**src/common/bu_wag_pkg.sv**
```systemverilog
`default_nettype none

package bu_wag_pkg;

  ////////////////////////////////////////////////////////////
  // Sizes
  ////////////////////////////////////////////////////////////

  localparam int BU_PARALLELISM = 8;   // Lanes written per beat
  localparam int LANE_W         = 32;  // Butterfly index / write address width
  localparam int CNT_W          = 16;  // Transfer length and fill counter width
  localparam int LANE_SEL_W     = 3;   // log2(BU_PARALLELISM)

  ////////////////////////////////////////////////////////////
  // Types
  ////////////////////////////////////////////////////////////

  // Bank phase, shared by both sequencers and the generators
  typedef enum logic [1:0] {
    PH_SEQ_IN    = 2'b00,  // Sequential fill
    PH_SEQ_OUT   = 2'b01,  // Sequential drain
    PH_IDLE      = 2'b10,  // Bank B only, waits on A
    PH_BUTTERFLY = 2'b11   // Butterfly compute
  } bank_phase_t;

  // One word per lane, lane i at bits [32*i +: 32]
  typedef logic [BU_PARALLELISM-1:0][LANE_W-1:0] lane_bus_t;

endpackage : bu_wag_pkg

`default_nettype wire

```
**src/bank_ctrl/bank_ctrl_a.sv**
```systemverilog
`default_nettype none

module bank_ctrl_a (
  input  logic                           clk,
  input  logic                           rst_n,
  input  logic                           up_vld,
  input  logic                           butterfly_finish,
  input  logic                           seq_out_finish_a,
  input  logic [bu_wag_pkg::CNT_W-1:0]   length,
  output bu_wag_pkg::bank_phase_t        phase,
  output logic [bu_wag_pkg::CNT_W-1:0]   in_count,
  output logic                           butterfly_start,
  output logic                           seq_out_start
);

  import bu_wag_pkg::*;

  logic fill_last;  // Final beat of the transfer

  assign fill_last = (in_count == length - CNT_W'(BU_PARALLELISM));

  ////////////////////////////////////////////////////////////
  // Three-phase sequencer: fill, compute, drain
  ////////////////////////////////////////////////////////////

  always_ff @(posedge clk or negedge rst_n) begin
    if (!rst_n) begin
      phase           <= PH_SEQ_IN;
      in_count        <= '0;
      butterfly_start <= 1'b0;
      seq_out_start   <= 1'b0;
    end else begin
      butterfly_start <= 1'b0;  // Pulses last one cycle
      seq_out_start   <= 1'b0;
      case (phase)
        PH_SEQ_IN: begin
          if (up_vld) begin
            if (fill_last) begin
              in_count        <= '0;
              phase           <= PH_BUTTERFLY;
              butterfly_start <= 1'b1;
            end else begin
              in_count <= in_count + CNT_W'(BU_PARALLELISM);
            end
          end
        end
        PH_BUTTERFLY: begin
          if (butterfly_finish) begin
            phase         <= PH_SEQ_OUT;
            seq_out_start <= 1'b1;
          end
        end
        PH_SEQ_OUT: begin
          if (seq_out_finish_a)
            phase <= PH_SEQ_IN;  // Back to filling
        end
        default: phase <= PH_SEQ_IN;  // A never idles
      endcase
    end
  end

endmodule : bank_ctrl_a

`default_nettype wire

```
**src/bank_ctrl/bank_ctrl_b.sv**
```systemverilog
`default_nettype none

module bank_ctrl_b (
  input  logic                           clk,
  input  logic                           rst_n,
  input  logic                           up_vld,
  input  logic                           butterfly_finish,
  input  logic                           seq_out_finish,
  input  logic [bu_wag_pkg::CNT_W-1:0]   length,
  input  bu_wag_pkg::bank_phase_t        phase_a,
  input  logic                           butterfly_start_a,
  input  logic                           seq_out_start_a,
  input  logic                           seq_out_finish_a,
  output bu_wag_pkg::bank_phase_t        phase,
  output logic [bu_wag_pkg::CNT_W-1:0]   in_count,
  output logic                           butterfly_start,
  output logic                           seq_out_start
);

  import bu_wag_pkg::*;

  logic fill_last;
  logic bfly_free;     // A has left compute, or leaves it now
  logic seq_out_free;  // A has left drain, or leaves it now
  logic seq_in_free;   // A has left fill, or leaves it now

  assign fill_last    = (in_count == length - CNT_W'(BU_PARALLELISM));
  assign bfly_free    = (phase_a != PH_BUTTERFLY) || seq_out_start_a;
  assign seq_out_free = (phase_a != PH_SEQ_OUT) || seq_out_finish_a;
  assign seq_in_free  = (phase_a != PH_SEQ_IN) || butterfly_start_a;

  ////////////////////////////////////////////////////////////
  // Four-phase sequencer, trails bank A
  ////////////////////////////////////////////////////////////

  always_ff @(posedge clk or negedge rst_n) begin
    if (!rst_n) begin
      phase           <= PH_IDLE;
      in_count        <= '0;
      butterfly_start <= 1'b0;
      seq_out_start   <= 1'b0;
    end else begin
      butterfly_start <= 1'b0;
      seq_out_start   <= 1'b0;
      case (phase)
        // Parked until an event from A frees the next resource
        PH_IDLE: begin
          if (butterfly_start_a) begin
            phase <= PH_SEQ_IN;
          end else if (seq_out_start_a) begin
            phase           <= PH_BUTTERFLY;
            butterfly_start <= 1'b1;
          end else if (seq_out_finish_a) begin
            phase         <= PH_SEQ_OUT;
            seq_out_start <= 1'b1;
          end
        end

        PH_SEQ_IN: begin
          if (up_vld) begin
            if (fill_last) begin
              in_count <= '0;
              if (bfly_free) begin
                phase           <= PH_BUTTERFLY;
                butterfly_start <= 1'b1;
              end else begin
                phase <= PH_IDLE;  // Engine still busy with A
              end
            end else begin
              in_count <= in_count + CNT_W'(BU_PARALLELISM);
            end
          end
        end

        PH_BUTTERFLY: begin
          if (butterfly_finish) begin
            if (seq_out_free) begin
              phase         <= PH_SEQ_OUT;
              seq_out_start <= 1'b1;
            end else begin
              phase <= PH_IDLE;  // A still draining
            end
          end
        end

        PH_SEQ_OUT: begin
          if (seq_out_finish) begin
            if (seq_in_free)
              phase <= PH_SEQ_IN;
            else
              phase <= PH_IDLE;  // A still owns the input stream
          end
        end

        default: phase <= PH_IDLE;
      endcase
    end
  end

endmodule : bank_ctrl_b

`default_nettype wire

```
**src/verilog/write_addr_gen.sv**
```systemverilog
`default_nettype none

module write_addr_gen (
  input  logic                           clk,
  input  logic                           rst_n,
  input  bu_wag_pkg::bank_phase_t        phase,
  input  logic [bu_wag_pkg::CNT_W-1:0]   in_count,
  input  logic                           up_vld,
  input  logic                           bu_vld,
  input  bu_wag_pkg::lane_bus_t          bu_indx,
  output logic                           write_vld,
  output bu_wag_pkg::lane_bus_t          write_addr
);

  import bu_wag_pkg::*;

  logic [LANE_W-1:0] fill_addr;

  // Beat number, same in every lane during fill
  assign fill_addr = LANE_W'(in_count >> LANE_SEL_W);

  ////////////////////////////////////////////////////////////
  // Per-lane address register
  ////////////////////////////////////////////////////////////

  always_ff @(posedge clk or negedge rst_n) begin
    if (!rst_n) begin
      write_addr <= '0;
    end else begin
      case (phase)
        PH_SEQ_IN:    write_addr <= {BU_PARALLELISM{fill_addr}};
        PH_BUTTERFLY: write_addr <= bu_indx;  // Lane-wise index from engine
        PH_SEQ_OUT:   write_addr <= '0;
        default:      write_addr <= write_addr;  // Idle holds
      endcase
    end
  end

  // Write valid tracks the source of the current phase
  always_ff @(posedge clk or negedge rst_n) begin
    if (!rst_n) begin
      write_vld <= 1'b0;
    end else begin
      case (phase)
        PH_SEQ_IN:    write_vld <= up_vld;
        PH_BUTTERFLY: write_vld <= bu_vld;
        default:      write_vld <= 1'b0;
      endcase
    end
  end

endmodule : write_addr_gen

`default_nettype wire

```
**src/verilog/bu_write_addr_gen.sv**
```systemverilog
`default_nettype none

module bu_write_addr_gen (
  input  logic                           clk,
  input  logic                           rst_n,
  input  logic                           up_vld,
  input  logic                           bu_vld,
  input  logic                           butterfly_finish,
  input  logic                           seq_out_finish_a,
  input  logic                           seq_out_finish_b,
  input  logic [bu_wag_pkg::CNT_W-1:0]   length,   // Stable during a transfer
  input  bu_wag_pkg::lane_bus_t          bu_indx_a,
  input  bu_wag_pkg::lane_bus_t          bu_indx_b,
  output logic                           butterfly_start_a,
  output logic                           butterfly_start_b,
  output logic                           seq_out_start_a,
  output logic                           seq_out_start_b,
  output logic                           write_vld_a,
  output logic                           write_vld_b,
  output bu_wag_pkg::lane_bus_t          write_addr_a,
  output bu_wag_pkg::lane_bus_t          write_addr_b
);

  import bu_wag_pkg::*;

  bank_phase_t       phase_a;
  bank_phase_t       phase_b;
  logic [CNT_W-1:0]  in_count_a;
  logic [CNT_W-1:0]  in_count_b;

  ////////////////////////////////////////////////////////////
  // Bank sequencers
  ////////////////////////////////////////////////////////////

  bank_ctrl_a u_ctrl_a (
    .clk              (clk),
    .rst_n            (rst_n),
    .up_vld           (up_vld),
    .butterfly_finish (butterfly_finish),
    .seq_out_finish_a (seq_out_finish_a),
    .length           (length),
    .phase            (phase_a),
    .in_count         (in_count_a),
    .butterfly_start  (butterfly_start_a),
    .seq_out_start    (seq_out_start_a)
  );

  bank_ctrl_b u_ctrl_b (
    .clk               (clk),
    .rst_n             (rst_n),
    .up_vld            (up_vld),
    .butterfly_finish  (butterfly_finish),
    .seq_out_finish    (seq_out_finish_b),
    .length            (length),
    .phase_a           (phase_a),            // B watches A's resources
    .butterfly_start_a (butterfly_start_a),
    .seq_out_start_a   (seq_out_start_a),
    .seq_out_finish_a  (seq_out_finish_a),
    .phase             (phase_b),
    .in_count          (in_count_b),
    .butterfly_start   (butterfly_start_b),
    .seq_out_start     (seq_out_start_b)
  );

  ////////////////////////////////////////////////////////////
  // Address generators, one per bank
  ////////////////////////////////////////////////////////////

  write_addr_gen u_gen_a (
    .clk        (clk),
    .rst_n      (rst_n),
    .phase      (phase_a),
    .in_count   (in_count_a),
    .up_vld     (up_vld),
    .bu_vld     (bu_vld),
    .bu_indx    (bu_indx_a),
    .write_vld  (write_vld_a),
    .write_addr (write_addr_a)
  );

  write_addr_gen u_gen_b (
    .clk        (clk),
    .rst_n      (rst_n),
    .phase      (phase_b),
    .in_count   (in_count_b),
    .up_vld     (up_vld),
    .bu_vld     (bu_vld),
    .bu_indx    (bu_indx_b),
    .write_vld  (write_vld_b),
    .write_addr (write_addr_b)
  );

endmodule : bu_write_addr_gen

`default_nettype wire

```
**config.mk**
```make
export PLATFORM = sky130hd
export DESIGN_NAME = bu_write_addr_gen
export DESIGN_NICKNAME = d
export VERILOG_FILES = /design/src/common/bu_wag_pkg.sv /design/src/bank_ctrl/bank_ctrl_a.sv /design/src/bank_ctrl/bank_ctrl_b.sv /design/src/verilog/write_addr_gen.sv /design/src/verilog/bu_write_addr_gen.sv
export SDC_FILE = /design/constraint.sdc
export NUM_CORES = 1
export LEC_CHECK = 0
export BUFFER_PORTS_ARGS = -buffer_cell sky130_fd_sc_hd__buf_4
export CAP_MARGIN = 20
export CORE_AREA = 10 10 406 408
export CTS_CLUSTER_SIZE = 40
export DETAILED_ROUTE_END_ITERATION = 8
export DIE_AREA = 0 0 416 418
export GPL_TIMING_DRIVEN = 0
export MAX_ROUTING_LAYER = met4
export PLACE_DENSITY = 0.43
export SYNTH_ARGS = -nofsm -noshare
export SYNTH_HDL_FRONTEND = slang
export SYNTH_HIERARCHICAL = 1
export SYNTH_SLANG_ARGS = --single-unit
```
**constraint.sdc**
```tcl
create_clock -name clk -period 3.4 [get_ports clk]
set_clock_uncertainty 0.2 [all_clocks]
set_input_delay 0.17 -clock clk [delete_from_list [all_inputs] [get_ports clk]]
set_output_delay 0.17 -clock clk [all_outputs]
set_load 0.01 [all_outputs]
```
Word level (Yosys, flattened, before mapping)
Cells that the tools add are included.
W data, S select, Z words.
{"block": "totals", "input_bits": 535, "output_inout_bits": 518, "wordCells": 98, "reg_bits": 554}
{"block": "classes", "eq_ne": 18, "reduce_logical": 12, "mux": 39, "add_sub_neg": 3}
{"op": "$pmux W256 S3", "n": 2}
{"op": "$add A16 B4 Y16 const B", "n": 2}
{"op": "$eq A16 B16 Y1", "n": 2}
{"op": "$mux W16", "n": 2}
{"op": "$mux W2", "n": 13}
{"op": "$mux W1", "n": 16}
{"op": "$sub A16 B4 Y16 const B", "n": 1}
{"op": "$ne A2 B2 Y1 const B", "n": 7}
{"op": "$pmux W1 S2", "n": 4}
{"op": "$pmux W2 S4", "n": 1}
{"op": "$eq A2 B2 Y1 const B", "n": 3}
{"op": "$ne A2 B1 Y1 const B", "n": 3}
{"op": "$pmux W2 S3", "n": 1}
{"op": "$reduce_bool A3 Y1", "n": 2}
{"op": "$reduce_and A5 Y1", "n": 1}
{"op": "$eq A2 B1 Y1 const B", "n": 2}
{"op": "$logic_not A2 Y1", "n": 2}
{"op": "$ne A4 B4 Y1 const B", "n": 1}
{"op": "$reduce_and A2 Y1", "n": 2}
{"op": "$reduce_and A4 Y1", "n": 1}
{"op": "$logic_or A1 B1 Y1", "n": 3}
{"op": "$reduce_bool A2 Y1", "n": 1}

Longest topological paths before layout
{"block": "depth", "word_depth": 6, "depth_mapped": 9, "depth_no_buf": 9}

Modules after synthesis
Netlist, hierarchy kept.
{"module": "write_addr_gen", "cells_each": 1146, "seq_area_each_um2": 6431.2, "area_per_inst_um2": 10727.8, "n_inst": 2}
{"module": "bank_ctrl_b", "cells_each": 172, "seq_area_each_um2": 426.7, "area_per_inst_um2": 1438.9, "n_inst": 1}
{"module": "bank_ctrl_a", "cells_each": 149, "seq_area_each_um2": 425.4, "area_per_inst_um2": 1337.5, "n_inst": 1}

Least setup slack after synthesis
No wires, ideal clock.
{"block": "synth_timing", "path_kind": "input-to-reg", "start": "input port length[5] (netlist name)", "end": "register u_ctrl_a.phase[1]", "required_ns": 3.075, "path_stages": 8, "n_path_buf": 1, "setup_time_ns": 0.125, "arrival_ns": 2.421, "setup_slack_ns": 0.654, "cell_sequence": "or4_1 buf_2 nor4_1 xnor2_1 nand2_1 or3_1 o32a_1 mux2_4"}
{"block": "synth_via", "elab_chain_len": 4}
{"element": "from (decl)", "line": "bu_write_addr_gen.sv:11", "source": "input logic [bu_wag_pkg::CNT_W-1:0] length,"}
{"element": "$sub A16 B4 Y16", "line": "bank_ctrl_a.sv:20", "source": "assign fill_last = (in_count == length - CNT_W'(BU_PARALLELISM));"}
{"element": "$eq A16 B16 Y1", "line": "bank_ctrl_a.sv:20"}
{"element": "$ne A2 B1 Y1 (no source line)"}
{"element": "$reduce_and A4 Y1 (no source line)"}
{"element": "to (signal assigned)", "line": "bank_ctrl_a.sv:28", "source": "phase <= PH_SEQ_IN;"}
{"element": "to (signal assigned)", "line": "bank_ctrl_a.sv:40", "source": "phase <= PH_BUTTERFLY;"}
{"element": "to (signal assigned)", "line": "bank_ctrl_a.sv:49", "source": "phase <= PH_SEQ_OUT;"}
{"element": "to (decl)", "line": "bank_ctrl_a.sv:10", "source": "output bu_wag_pkg::bank_phase_t phase,"}
No other way between the ends.
A chain may end at the register's enable or synchronous reset.

Worst setup path in the final report
{"block": "layout_timing", "start": "input port length[10] (netlist name)", "end": "register u_ctrl_a.phase[1]"}
Same word-level chain as after synthesis.

==> results.md <==
* MaxCap Viol Count at 0
* Max Fanout on Critical Path at 9
* Vias in the first global route at 27552
* Root Buffer Master: clkbuf_16
* DIE HEIGHT at 418 um
* Initial drt markers at 1763
* Die X at 416 um
* Status: finished clean
* Share of layout cells above drive strength 1 at 0.3059
* Cells after synthesis at ~2600
* Critical Path RT at 3.73 ns
* Largest net degree at the start of global routing at 107
* Post-CTS setup buffer count at 0
* CP cell instances: dlygate4sd3_1, buf_4, or4_1, nor4_2, xnor2_1, nand2_1, dlygate4sd3_1, or3_1, o32a_1, mux2_4
* Hold Crit Class: in -> reg
* Leakage at roughly 20 nW
* Syn_nets at between 3000 and 4000
* Final hold violation count at 0
* Mapped Area at 24180 um^2
* NumNets Final at 4829
* Pre-CTS setup slack at 0.2371 ns
* Pwr/cell area at around 620 nW/um^2
* Met1 global-route usage at 0.1892
* Antenna-violating nets left at 0
* Startpoint Class: primary input
* Bufs on Longest Clock Path at 3
* Grt ovf at 0
* GPL Wtd Cong at 0.8920
* Initial antenna violation count at 21
* Final non-filler cell total at 6428
* Met2 usage at 0.2827
* Slew margin rel. at 0.3279
* Final min period at 3.333 ns
* Clock-pin slew on the worst setup and hold paths at about 0.06 ns
* CP max-delay cell: or4_1
* H-tree depth at 3
* Placed Area at 34860 um^2
* Port Buf Inserts at 1052
* Synth-to-layout area growth at 77.42%
* Vias per cell at about 4.1
* # DRC at 0
* Syn_area_per_cell at 9.282 um^2
* First-pass GRT wire length at 209.7 mm
* Least-Margin Pin Slew at 1.008 ns
* Peak VDD IR at 0.3689 mV
* Via count at 26445
* Core area at 157100 um^2
* # setup viols final at 0
* Slew Viols, Final at 0
* Die area at 173900 um^2
* DP Wirelength at about 120 mm
* Detailed Routing Iterations Pass 1 at 6
* Setup ws final at 0.06715 ns
* Wirelength per Cell at 23.55 um
* Met3 Usage GRT at 0.04554
* Total GRT Usage at 0.1708
* Final Cell Area at ~43000 um^2
* Largest stage delay on the critical path at 0.58 ns
* Cell mode on critical path: dlygate4sd3_1
* Max Freq at 300.0 MHz
* RSZ-0062 raised after global routing: no
* Dpl cells at 5737
* Clock buffers created by TritonCTS at 74
* Row Count at 146
* Clk sink count at 548
* Skew-Pair Late Insertion Delay at 0.69 ns
* Fillers at around 17000
* Ys Warns at 6
* I/O pins at 1053
* Setup CP Type: in -> reg
* Starting Density at 0.1539
* CTS tree: done
* Crit. End Element: register
* GR peak layer: met2
* Fin crit share at 0.9803
* Post-Route WL at 151.4 mm
* CP arrival at 3.67 ns
## where the power goes
group | leakage (nW) | internal (mW) | switching, mW
combinational | 11.3 | 3.92 | 5.70
clock | 1.26 | 4.86 | 3.45
sequential | 7.38 | 7.86 | 0.939
total | 19.9 | 16.6 | 10.1
## final timing paths
path | end | startpoint | slack (ns) | depth (start not counted)
max reg2reg | u_ctrl_a/in_count[3] | u_ctrl_a/in_count[8] | 0.28 | 8
min | u_ctrl_b/in_count[3] | length[12] | 0.07 | 6
min reg2reg | u_gen_b/write_addr[247] | u_gen_b/write_addr[247] | 0.28 | 2
max | u_ctrl_a/phase[1] | length[10] | 0.07 | 10
min in group asynchronous | u_gen_a/write_addr[228] | rst_n | 0.47 | 4
max in group asynchronous | u_gen_b/write_addr[114] | rst_n | 0.87 | 6
## layout by cell type, fill, tap and decap left out, drive strengths merged, types with 3 or more instances in the layout
cell	instances
o211ai	3
o22ai	3
nand2	625
clkbuf	166
or3	7
nand3b	3
clkinvlp	3
nor3b	4
nor4	9
nand3	13
diode	18
buf	1213
nand2b	5
nor2	34
clkinv	16
o21ai	313
a21o	4
xnor2	26
o32a	3
nand4	9
a21oi	424
o31ai	4
nor2b	213
dfrtp	547
or3b	27
or4	10
nor3	13
bufinv	4
ha	16
xor2	22
dlygate4sd3	536
inv	26
## worst max-delay path, delay by kind of cell
| family | cells | cell delay (ns) |
|---|---|---|
| multiplexers | 1 | 0.30 |
| XOR/XNOR | 1 | 0.15 |
| buffers and inverters | 3 | 1.31 |
| AND/OR/NAND/NOR | 4 | 1.31 |
| AO/OA/AOI/OAI | 1 | 0.42 |
## metal layers
metal | part of all wire | vias to the layer above
li1 | - | 12117
met1 | 0.38 | 13007
met2 | 0.49 | 1050
met3 | 0.072 | 271
met4 | 0.053 | 0
met5 | 0 | -
## sequential cells by signal, indices dropped and copies added (netlist names)
register                  cells
u_ctrl_a/in_count            13
u_ctrl_a/seq_out_start        1
u_ctrl_b/in_count            13
u_ctrl_b/butterfly_start      1
u_ctrl_a/butterfly_start      1
u_gen_a/write_vld             1
u_ctrl_b/seq_out_start        1
u_gen_b/write_addr          256
u_ctrl_a/phase                2
u_ctrl_b/phase                2
u_gen_a/write_addr          256
u_gen_b/write_vld             1
## cell type report
class,count,area [um^2],area share
Inverter,23,86.33,0.002012
Sequential cell,548,13710,0.3197
Tap cell,2072,2592,0.06043
Clock inverter,26,367.9,0.008575
Clock buffer,110,2207,0.05145
Antenna cell,18,45.04,0.001050
Timing Repair Buffer,1597,13480,0.3142
Multi-Input combinational cell,1826,9348,0.2179
Buffer,208,1057,0.02465
## per-stage QoR
| stage | setup TNS [ns] | utilization | power [mW] | hold slack [ns] |
|---|---|---|---|---|
| CTS | 0 | 0.2726 | 27.14 | 0.01435 |
| detailed placement | 0 | 0.2219 | 18.01 | 0.02302 |
| finish | 0 | 0.2731 | 26.73 | 0.07093 |
| global route | 0 | 0.2730 | 28.11 | 0.06717 |
| floorplan | 0 | - | 12.47 | -0.3256 |
| global placement | -2784.06 | 0.2207 | 17.89 | 0.2349 |
## repair_timing
action	CTS	global route
setup endpoints to repair	0	12
hold buffers	537	0
gates resized for setup	0	4
hold endpoints to repair	814	0
Power figures use the tool's default switching activity.
